--- config.mk ---
export PLATFORM = sky130hd
export DESIGN_NAME = fetchStage1
export DESIGN_NICKNAME = d
export VERILOG_FILES = /design/src/hdl/fetchPkg.sv /design/src/hdl/fetchStage1.sv /design/src/hdl/nextPcSelect.sv /design/src/hdl/returnStack.sv /design/src/hdl/slotPredictor.sv /design/src/hdl/updateSteer.sv
export SDC_FILE = /design/constraint.sdc
export NUM_CORES = 2
export LEC_CHECK = 0
export BUFFER_PORTS_ARGS = -buffer_cell sky130_fd_sc_hd__buf_4
export CORE_AREA = 2 2 732 734
export DETAILED_ROUTE_END_ITERATION = 8
export DIE_AREA = 0 0 734 736
export MAX_ROUTING_LAYER = met4
export PLACE_DENSITY = 0.49
export RECOVER_POWER = 25
export SLEW_MARGIN = 20
export SYNTH_ARGS = -nofsm -noshare
export SYNTH_HDL_FRONTEND = slang
export SYNTH_SLANG_ARGS = --single-unit
--- constraint.sdc ---
create_clock -name clk -period 13.2 [get_ports clk]
set_input_delay 1.98 -clock clk [delete_from_list [all_inputs] [get_ports clk]]
set_output_delay 1.98 -clock clk [all_outputs]
set_load 0.01 [all_outputs]
--- src/hdl/fetchPkg.sv ---
// Fetch stage one shared types

package fetchPkg;

	localparam int PC_W = 32;                                  // Width of a program counter
	localparam int SLOTS = 4;                                  // Instructions fetched per bundle
	localparam int INST_BYTES = 8;                             // Size of one instruction slot
	localparam int BUNDLE_BYTES = SLOTS * INST_BYTES;          // Bytes covered by one bundle
	localparam int BTB_ENTRIES = 16;                           // Entries in each slot bank
	localparam int INDEX_W = $clog2(BTB_ENTRIES);              // Bank index bits
	localparam int SLOT_W = $clog2(SLOTS);                     // Slot number bits
	localparam int OFFSET_W = $clog2(INST_BYTES);              // Byte offset inside a slot
	localparam int TAG_W = PC_W - INDEX_W - SLOT_W - OFFSET_W; // Remaining upper bits
	localparam int RAS_DEPTH = 8;                              // Return stack entries
	localparam int RAS_PTR_W = $clog2(RAS_DEPTH);              // Stack pointer bits

	// Same encoding as the control-transfer queue uses
	typedef enum logic [1:0]
	{
		RET  = 2'd0,
		CALL = 2'd1,
		JUMP = 2'd2,
		COND = 2'd3
	} ctrlType_e;

	typedef struct packed
	{
		logic [TAG_W-1:0]    tag;     // Compared against the stored bank tag
		logic [INDEX_W-1:0]  index;   // Selects the bank entry
		logic [SLOT_W-1:0]   slot;    // Position of the instruction in its bundle
		logic [OFFSET_W-1:0] offset;  // Always zero for aligned instructions
	} pcFields_t;

	typedef union packed
	{
		logic [PC_W-1:0] addr;        // Flat byte address
		pcFields_t       fields;      // Same word split for the banks
	} pcWord_u;

	typedef struct packed
	{
		logic            en;          // Request is valid this cycle
		logic [PC_W-1:0] pc;          // Address of the resolved branch
		logic [PC_W-1:0] target;      // Resolved target address
		ctrlType_e       brType;      // Kind of control transfer
		logic            dir;         // Resolved direction, 1 for taken
	} updateReq_t;

	typedef struct packed
	{
		logic               btbWrite; // Write the target bank entry
		logic               bpWrite;  // Train the direction counter
		logic [INDEX_W-1:0] index;    // Entry to write
		logic [TAG_W-1:0]   tag;      // Tag stored with the entry
		logic [PC_W-1:0]    target;   // Target stored with the entry
		ctrlType_e          brType;   // Type stored with the entry
		logic               dir;      // Counter training direction
	} slotUpdate_t;

	typedef struct packed
	{
		logic            hit;         // Valid entry with a matching tag
		logic            taken;       // Hit and predicted to redirect
		ctrlType_e       ctrlType;    // Type of the stored branch
		logic [PC_W-1:0] target;      // Predicted target address
	} slotLookup_t;

	typedef struct packed
	{
		logic            flag;        // Redirect requested this cycle
		logic [PC_W-1:0] pc;          // Address to continue from
	} redirect_t;

endpackage
--- src/hdl/fetchStage1.sv ---
`timescale 1ns/1ps
// Fetch stage one top level

module fetchStage1
(
	input  logic                  clk,
	input  logic                  reset,
	input  fetchPkg::updateReq_t  update_i,                    // In-order predictor training
	input  logic                  stall_i,                     // Back-pressure from decode
	input  fetchPkg::redirect_t   recover_i,                   // External recovery
	input  fetchPkg::redirect_t   exception_i,                 // Exception vector
	input  fetchPkg::redirect_t   recoverEx_i,                 // Execute-stage misprediction
	input  fetchPkg::redirect_t   recoverId_i,                 // Decode-stage misprediction
	input  logic                  returnId_i,                  // ID recovery targets the stack
	output fetchPkg::pcWord_u     pc_o,                        // Current fetch PC
	output fetchPkg::slotLookup_t lookup_o [fetchPkg::SLOTS]   // Per-slot predictions
);

	fetchPkg::slotUpdate_t     slotUpd   [fetchPkg::SLOTS]; // Steered write requests
	fetchPkg::slotLookup_t     rawLookup [fetchPkg::SLOTS]; // Unmasked bank results
	fetchPkg::pcWord_u         fetchPc;                     // PC fanned out to every slot
	logic                      rasPush;                     // Call taken in this bundle
	logic                      rasPop;                      // Return taken or ID return
	logic [fetchPkg::PC_W-1:0] rasPushAddr;                 // Return address to save
	logic [fetchPkg::PC_W-1:0] rasTop;                      // Predicted return address

	updateSteer steer
	(
		.update_i  (update_i),
		.slotUpd_o (slotUpd)
	);

	// One bank per instruction position, all looked up with the same PC
	for (genvar g = 0; g < fetchPkg::SLOTS; g++)
	begin : slotGen
		slotPredictor slotPred
		(
			.clk      (clk),
			.reset    (reset),
			.pc_i     (fetchPc),
			.upd_i    (slotUpd[g]),
			.lookup_o (rawLookup[g])
		);
	end

	returnStack ras
	(
		.clk        (clk),
		.reset      (reset),
		.push_i     (rasPush),
		.pop_i      (rasPop),
		.pushAddr_i (rasPushAddr),
		.top_o      (rasTop)
	);

	nextPcSelect pcSel
	(
		.clk         (clk),
		.reset       (reset),
		.stall_i     (stall_i),
		.recover_i   (recover_i),
		.exception_i (exception_i),
		.recoverEx_i (recoverEx_i),
		.recoverId_i (recoverId_i),
		.returnId_i  (returnId_i),
		.lookup_i    (rawLookup),
		.rasTop_i    (rasTop),
		.pc_o        (fetchPc),
		.lookup_o    (lookup_o),
		.push_o      (rasPush),
		.pop_o       (rasPop),
		.pushAddr_o  (rasPushAddr)
	);

	assign pc_o = fetchPc;

endmodule

--- src/hdl/nextPcSelect.sv ---
`timescale 1ns/1ps
// PC register and next-PC selection

module nextPcSelect
(
	input  logic                      clk,
	input  logic                      reset,
	input  logic                      stall_i,                      // Freezes PC and stack
	input  fetchPkg::redirect_t       recover_i,                    // Highest priority redirect
	input  fetchPkg::redirect_t       exception_i,
	input  fetchPkg::redirect_t       recoverEx_i,                  // Execute-stage recovery
	input  fetchPkg::redirect_t       recoverId_i,                  // Decode-stage recovery
	input  logic                      returnId_i,                   // ID recovery is a return
	input  fetchPkg::slotLookup_t     lookup_i [fetchPkg::SLOTS],   // Raw slot predictions
	input  logic [fetchPkg::PC_W-1:0] rasTop_i,                     // Current stack top
	output fetchPkg::pcWord_u         pc_o,                         // Fetch PC of this cycle
	output fetchPkg::slotLookup_t     lookup_o [fetchPkg::SLOTS],   // Masked predictions
	output logic                      push_o,                       // Push a return address
	output logic                      pop_o,                        // Pop the stack
	output logic [fetchPkg::PC_W-1:0] pushAddr_o                    // Address to push
);

	fetchPkg::pcWord_u         pcReg;        // Program counter
	fetchPkg::pcWord_u         bundleBase;   // PC with slot and offset cleared
	fetchPkg::pcWord_u         selPc;        // Address of the chosen taken slot
	logic [fetchPkg::PC_W-1:0] seqPc;        // Start of the following bundle
	logic [fetchPkg::PC_W-1:0] nextPc;       // Winner of the priority chain
	logic [fetchPkg::SLOT_W-1:0] selSlot;    // Earliest unmasked taken slot
	logic                      anyTaken;     // Some unmasked slot redirects
	logic                      hardRedirect; // Redirect that overrides a stall
	logic                      pushReq;      // Chosen slot is a call
	logic                      popReq;       // Chosen source consumes the stack top

	// Mask slots ahead of the entry point and put the stack top on returns
	always_comb
	begin
		for (int s = 0; s < fetchPkg::SLOTS; s++)
		begin
			lookup_o[s] = lookup_i[s];
			if (s < pcReg.fields.slot)
			begin
				lookup_o[s].hit   = 1'b0; // Instruction lies before the fetch PC
				lookup_o[s].taken = 1'b0;
			end
			if (lookup_i[s].ctrlType == fetchPkg::RET)
				lookup_o[s].target = rasTop_i;
		end
	end

	// Walk down so the lowest taken slot is the last one kept
	always_comb
	begin
		anyTaken = 1'b0;
		selSlot  = '0;
		for (int s = fetchPkg::SLOTS - 1; s >= 0; s--)
		begin
			if (lookup_o[s].taken)
			begin
				anyTaken = 1'b1;
				selSlot  = s[fetchPkg::SLOT_W-1:0];
			end
		end
	end

	always_comb
	begin
		bundleBase               = pcReg;
		bundleBase.fields.slot   = '0;
		bundleBase.fields.offset = '0;
		selPc                    = bundleBase;
		selPc.fields.slot        = selSlot;                        // Address of the chosen slot
		seqPc                    = bundleBase.addr + fetchPkg::BUNDLE_BYTES;
		hardRedirect = recover_i.flag || exception_i.flag || recoverEx_i.flag;
		pushReq    = 1'b0;
		popReq     = 1'b0;
		pushAddr_o = selPc.addr + fetchPkg::INST_BYTES;      // Return lands after the call
		nextPc     = seqPc;
		if (recover_i.flag)
			nextPc = recover_i.pc;
		else if (exception_i.flag)
			nextPc = exception_i.pc;
		else if (recoverEx_i.flag)
			nextPc = recoverEx_i.pc;
		else if (recoverId_i.flag)
		begin
			nextPc = returnId_i ? rasTop_i : recoverId_i.pc; // Missed return comes off the stack
			popReq = returnId_i;
		end
		else if (anyTaken)
		begin
			nextPc  = lookup_o[selSlot].target;              // Already the stack top for returns
			popReq  = (lookup_o[selSlot].ctrlType == fetchPkg::RET);
			pushReq = (lookup_o[selSlot].ctrlType == fetchPkg::CALL);
		end
	end

	// The stack only moves when the bundle really advances
	assign push_o = pushReq && !stall_i;
	assign pop_o  = popReq && !stall_i;

	always_ff @(posedge clk)
	begin
		if (reset)
			pcReg.addr <= '0;
		else if (hardRedirect || !stall_i) // Late recoveries cannot wait out a stall
			pcReg.addr <= nextPc;
	end

	assign pc_o = pcReg;

endmodule

--- src/hdl/returnStack.sv ---
`timescale 1ns/1ps
// Circular return address stack

module returnStack
(
	input  logic                      clk,
	input  logic                      reset,
	input  logic                      push_i,      // Call predicted in the fetched bundle
	input  logic                      pop_i,       // Return predicted or ID return recovery
	input  logic [fetchPkg::PC_W-1:0] pushAddr_i,  // Return address of the call
	output logic [fetchPkg::PC_W-1:0] top_o        // Most recent return address
);

	logic [fetchPkg::PC_W-1:0]      stackMem [fetchPkg::RAS_DEPTH]; // Return address storage
	logic [fetchPkg::RAS_PTR_W-1:0] topPtr;                         // Points at the newest entry
	logic [fetchPkg::RAS_PTR_W-1:0] pushPtr;                        // Slot written by a push

	assign pushPtr = topPtr + 1'b1; // Wraps around, so overflow drops the oldest entry

	always_ff @(posedge clk)
	begin
		if (reset)
			topPtr <= '0;
		else if (push_i)
			topPtr <= pushPtr;
		else if (pop_i)
			topPtr <= topPtr - 1'b1; // Underflow wraps and reads stale entries
	end

	always_ff @(posedge clk)
	begin
		if (push_i && !reset)
			stackMem[pushPtr] <= pushAddr_i;
	end

	assign top_o = stackMem[topPtr]; // New top is visible the cycle after a push or pop

endmodule

--- src/hdl/slotPredictor.sv ---
`timescale 1ns/1ps
// Per-slot target bank and counters

module slotPredictor
(
	input  logic                  clk,
	input  logic                  reset,
	input  fetchPkg::pcWord_u     pc_i,      // Fetch PC of the current bundle
	input  fetchPkg::slotUpdate_t upd_i,     // Write request steered to this slot
	output fetchPkg::slotLookup_t lookup_o   // Prediction for this slot position
);

	logic                         validArr  [fetchPkg::BTB_ENTRIES]; // Entry holds a branch
	logic [fetchPkg::TAG_W-1:0]   tagArr    [fetchPkg::BTB_ENTRIES]; // Upper PC bits of the branch
	fetchPkg::ctrlType_e          typeArr   [fetchPkg::BTB_ENTRIES]; // Stored control type
	logic [fetchPkg::PC_W-1:0]    targetArr [fetchPkg::BTB_ENTRIES]; // Stored target address
	logic [1:0]                   ctrArr    [fetchPkg::BTB_ENTRIES]; // Bimodal direction counters
	logic [1:0]                   ctrUpd;                            // Counter being trained
	logic [fetchPkg::INDEX_W-1:0] rdIdx;                             // Lookup entry
	logic                         tagMatch;                          // Valid entry for this PC
	logic                         predTaken;                         // Counter says taken

	assign ctrUpd = ctrArr[upd_i.index];

	always_ff @(posedge clk)
	begin
		if (reset)
		begin
			for (int i = 0; i < fetchPkg::BTB_ENTRIES; i++)
			begin
				validArr[i] <= 1'b0;  // Bank starts empty
				ctrArr[i]   <= 2'b01; // Weakly not taken
			end
		end
		else
		begin
			if (upd_i.btbWrite)
				validArr[upd_i.index] <= 1'b1;
			if (upd_i.bpWrite)
			begin
				// Two-bit counter saturates at both ends
				if (upd_i.dir && (ctrUpd != 2'b11))
					ctrArr[upd_i.index] <= ctrUpd + 2'b01;
				else if (!upd_i.dir && (ctrUpd != 2'b00))
					ctrArr[upd_i.index] <= ctrUpd - 2'b01;
			end
		end
	end

	// Tag, type and target of each written entry
	always_ff @(posedge clk)
	begin
		if (upd_i.btbWrite)
		begin
			tagArr[upd_i.index]    <= upd_i.tag;
			typeArr[upd_i.index]   <= upd_i.brType;
			targetArr[upd_i.index] <= upd_i.target;
		end
	end

	assign rdIdx     = pc_i.fields.index;
	assign tagMatch  = validArr[rdIdx] && (tagArr[rdIdx] == pc_i.fields.tag);
	assign predTaken = ctrArr[rdIdx][1]; // Upper bit set means taken

	always_comb
	begin
		lookup_o.hit      = tagMatch;
		lookup_o.ctrlType = typeArr[rdIdx];
		lookup_o.target   = targetArr[rdIdx];
		// Unconditional transfers ignore the counter
		lookup_o.taken    = tagMatch && ((typeArr[rdIdx] != fetchPkg::COND) || predTaken);
	end

endmodule

--- src/hdl/updateSteer.sv ---
`timescale 1ns/1ps
// Update request steering

module updateSteer
(
	input  fetchPkg::updateReq_t  update_i,                     // In-order training request
	output fetchPkg::slotUpdate_t slotUpd_o [fetchPkg::SLOTS]   // One write request per slot
);

	fetchPkg::pcWord_u updPc;  // Update address seen through the field view
	logic              btbWr;  // Target bank write before slot steering
	logic              bpWr;   // Counter write before slot steering

	assign updPc = update_i.pc;

	// Counters only learn from conditional branches
	assign bpWr = update_i.en && (update_i.brType == fetchPkg::COND);

	// A not-taken conditional never allocates a target entry
	assign btbWr = update_i.en && ((update_i.brType != fetchPkg::COND) || update_i.dir);

	always_comb
	begin
		for (int s = 0; s < fetchPkg::SLOTS; s++)
		begin
			slotUpd_o[s].btbWrite = btbWr && (updPc.fields.slot == s); // Only the named slot writes
			slotUpd_o[s].bpWrite  = bpWr && (updPc.fields.slot == s);
			slotUpd_o[s].index    = updPc.fields.index;                 // Same split as the lookup
			slotUpd_o[s].tag      = updPc.fields.tag;
			slotUpd_o[s].target   = update_i.target;
			slotUpd_o[s].brType   = update_i.brType;
			slotUpd_o[s].dir      = update_i.dir;
		end
	end

endmodule

==> flow_summary.json <==
{
  "fin_crit_sh_pct": 73.5,
  "die-area_mm2": 0.540,
  "power_mw": 29.4,
  "cp_data_required_time_ps": 13830,
  "end_kind": "flop",
  "design_area_mm2": 0.191,
  "numClockSinks": 4114,
  "portBuffers": 376,
  "pre_cts_slack_ps": 3870,
  "wl_um": 593000,
  "cts_tree": "yes",
  "ys_types": 89,
  "drtPass1Iterations": 8,
  "cts_setup_buffers": 0,
  "ios": 380,
  "cts_root_buf": "clkbuf_16",
  "criticalPathCategory": "flop to flop",
  "place_hpwl_um": 360000,
  "p_int_mw": 22.3,
  "clk_latency_ps": 1040,
  "worstPathArrival_ps": 10320,
  "drv_slew": 3062,
  "synth_nets": 8028,
  "powerDensity_mw_per_mm2": 154,
  "synth_seq_cells": 4114,
  "ant_nets": 0,
  "syn_inst": 7820,
  "avgRoutedWirePerCell_um": 37.2,
  "yosysWarnings": 0,
  "period_needed_ps": 9700,
  "synth_top_cell_by_area": "edfxtp_1",
  "grt_pass1_wl_um": 783000,
  "slew_headroom_pct": -107,
  "antenna_found_initial": 77,
  "core_mm2": 0.532,
  "max_freq_ghz": 0.103,
  "synth_top_cell_area_share_pct": 73.2,
  "fillers": 49000,
  "synth_area_per_cell_um2": 21.0,
  "swShare_pct": 23.9,
  "pwr-share-comb_pct": 9.1,
  "cts_buffers": 439,
  "finalHoldViolations": 0,
  "drc": 0,
  "pwr-share-seq_pct": 49.3,
  "start_util_pct": 30.9,
  "htreeDepth": 5,
  "outcome": "finished, violations left",
  "track_usage_pct": 21.9,
  "grt_remaining_overflow": 0,
  "layout.nets": 8683,
  "die_w_um": 734,
  "ctsHoldBuffers": 0,
  "clkSlewWorstSetupHoldPaths_ps": 60,
  "viasPerCell": 5.52,
  "ctsResizeCount": 0,
  "synthTopCellsByArea": "edfxtp_1, mux4_2, mux2i_1",
  "grt_max_degree": 143,
  "ctsLongestPathBuffers": 4,
  "worst_pin_slew_ps": 3100,
  "final_util_pct": 35.9,
  "worst_clock_skew_ps": 77.0,
  "rsz0062_at_grt": "false",
  "rows": 268,
  "num_vias": 88000,
  "timing.final.ws_setup_ps": 3500,
  "cp-start-kind": "flop",
  "ys.flop_type": "edfxtp_1",
  "async_flop_share_pct": 0,
  "clock_power_share_pct": 41.6,
  "p_switching_mw": 7.04,
  "drv_cap": 47,
  "area_delta_synth_final_pct": 16.0,
  "hp-class": "flop to flop",
  "drt_iter0_markers": 12200,
  "globalplace.congestion": 0.936,
  "yosysSeqAreaShare_pct": 74.4,
  "tns_ps": 0,
  "syn_area_mm2": 0.165,
  "grt_pass1_vias": 86700,
  "cp_max_fo": 42,
  "synth-edff-count": 4008,
  "vdd.ir_drop.worst_v": 0.000112,
  "cellLeakagePower_nw": 58.6,
  "finalSetupViolations": 0,
  "placed_cell_area_mm2": 0.177,
  "violations": "capacitance limit, slew limit",
  "drive_gt1_share_pct": 30.3,
  "die_y_um": 736
}
-- synthesized netlist by cell type (all sizes together), types with 7 or more instances --
library cell and instances:
edfxtp 4008, mux4 1079, mux2i 335, nand2 308
nor2 269, buf 245, mux2 225, clkbuf 212
dfxtp 106, xnor2 101, a21oi 93, o21ai 86
o21a 71, o22ai 60, nand3 50, a22oi 44
nor2b 43, xor2 41, a221oi 36, nor3 36
o221ai 32, nand2b 28, a31oi 25, nor4 25
inv 24, and2 23, and3 17, a22o 16
a211oi 15, nand4 15, or3 14, o211ai 13
a2111oi 12, a21o 10, a311oi 7, or4 7
-- cells in the final DEF, fill, tap and decap left out, types with 14 or more instances in the layout --
cell type and instances:
a211oi_1 15, a21oi_1 92, a221oi_1 30, a22o_1 16, a22oi_1 44, a31oi_1 25
and2_1 17, and3_1 17, buf_4 607, bufinv_16 36, clkbuf_1 148, clkbuf_16 446
clkinv_1 107, clkinv_2 83, clkinvlp_4 18, dfxtp_1 97, diode_2 51, edfxtp_1 4008
inv_1 20, mux2_2 222, mux2i_1 332, mux4_2 1078, nand2_1 307, nand2b_1 28
nand3_1 50, nand4_1 15, nor2_1 190, nor2_4 77, nor2b_1 41, nor3_1 35
nor4_1 20, o21a_1 70, o21ai_0 83, o221ai_1 32, o22ai_1 60, or3_1 14
xnor2_1 101, xor2_1 41
-- through the flow --
stage          hold WS [ps]  instances
2_1_floorplan           432       7820
3_3_place_gp            438      15100
3_5_place_dp            450      15100
4_1_cts                 464      15900
5_1_grt                 476      15900
6_report                459      15900
-- state kept, by name (all words and copies together) (netlist names), named ones only --
name                        count
slotGen.slotPred.validArr      64
pcSel.pc_o                     32
slotGen.slotPred.typeArr      128
slotGen.slotPred.tagArr      1472
ras.topPtr                      3
slotGen.slotPred.ctrArr       128
ras.stackMem                  232
slotGen.slotPred.targetArr   2048
-- power groups by stage --
stage	sequential, mW	clock, mW	combinational [mW]
finish	14.5	12.2	2.68
global route	14.5	12.9	2.76
CTS	14.5	12.4	2.69
detailed placement	14.8	0	2.68
global placement	14.7	0	2.66
floorplan	14.7	0	1.40
-- routing by layer --
metal | global-route usage (%) | vias up | routed length (um)
met2 | 33.7 | 4627 | 275000
met5 | - | - | 0
met4 | 7.19 | 0 | 21900
met3 | 5.47 | 936 | 57100
met1 | 28.6 | 48300 | 239000
li1 | - | 34100 | -
-- critical path: stages (launching register included) --
cell	delay [ps]
dfxtp_4	710
buf_4	810
mux4_2	600
a22oi_1	340
a21oi_1	150
nor4b_2	750
nand4_1	210
nor4_1	1090
nand3_1	360
o41ai_1	960
nor2_4	100
buf_4	500
mux2i_1	890
mux2i_1	270
nor2_1	180
nand4_1	380
nor4_2	290
buf_4	550
-- cell type report --
class | count | area [um^2] | share of cell area (%)
flip-flops and latches | 4114 | 123000 | 64.2
multi-input cells | 3220 | 40200 | 21.0
clock buffers | 551 | 11600 | 6.07
well taps | 7020 | 8780 | 4.60
repair buffers | 671 | 5040 | 2.64
clock inverters | 268 | 2540 | 1.33
diodes | 51 | 128 | 0.0669
inverters | 29 | 124 | 0.0649
-- worst paths after layout --
kind	from	endpoint	cells past startpoint	slack, ps
min	slotGen[2].slotPred.validArr[14]	slotGen[2].slotPred.validArr[14]	1	460
max	flop	ras.stackMem[5][3]	17	3500
min reg2reg	slotGen[2].slotPred.validArr[14]	slotGen[2].slotPred.validArr[14]	1	460
max reg2reg	flop	ras.stackMem[5][3]	17	3500
-- cell families (layout without fill, tap and decap cells) --
| group | count (synthesis) | in the layout | share of synthesized area [%] |
|---|---|---|---|
| flip-flops | 4114 | 4114 | 74.4 |
| multiplexers | 1639 | 1639 | 18.4 |
| AND/OR/NAND/NOR | 874 | 874 | 2.49 |
| AO/OA/AOI/OAI | 561 | 561 | 2.38 |
| buffers and inverters | 486 | 1519 | 1.55 |
| XOR/XNOR | 142 | 142 | 0.756 |
| adder cells (fa/ha/maj) | 4 | 4 | 0.0304 |
| other | 0 | 51 | 0 |
Note: power is estimated with default switching activity, not from simulation.
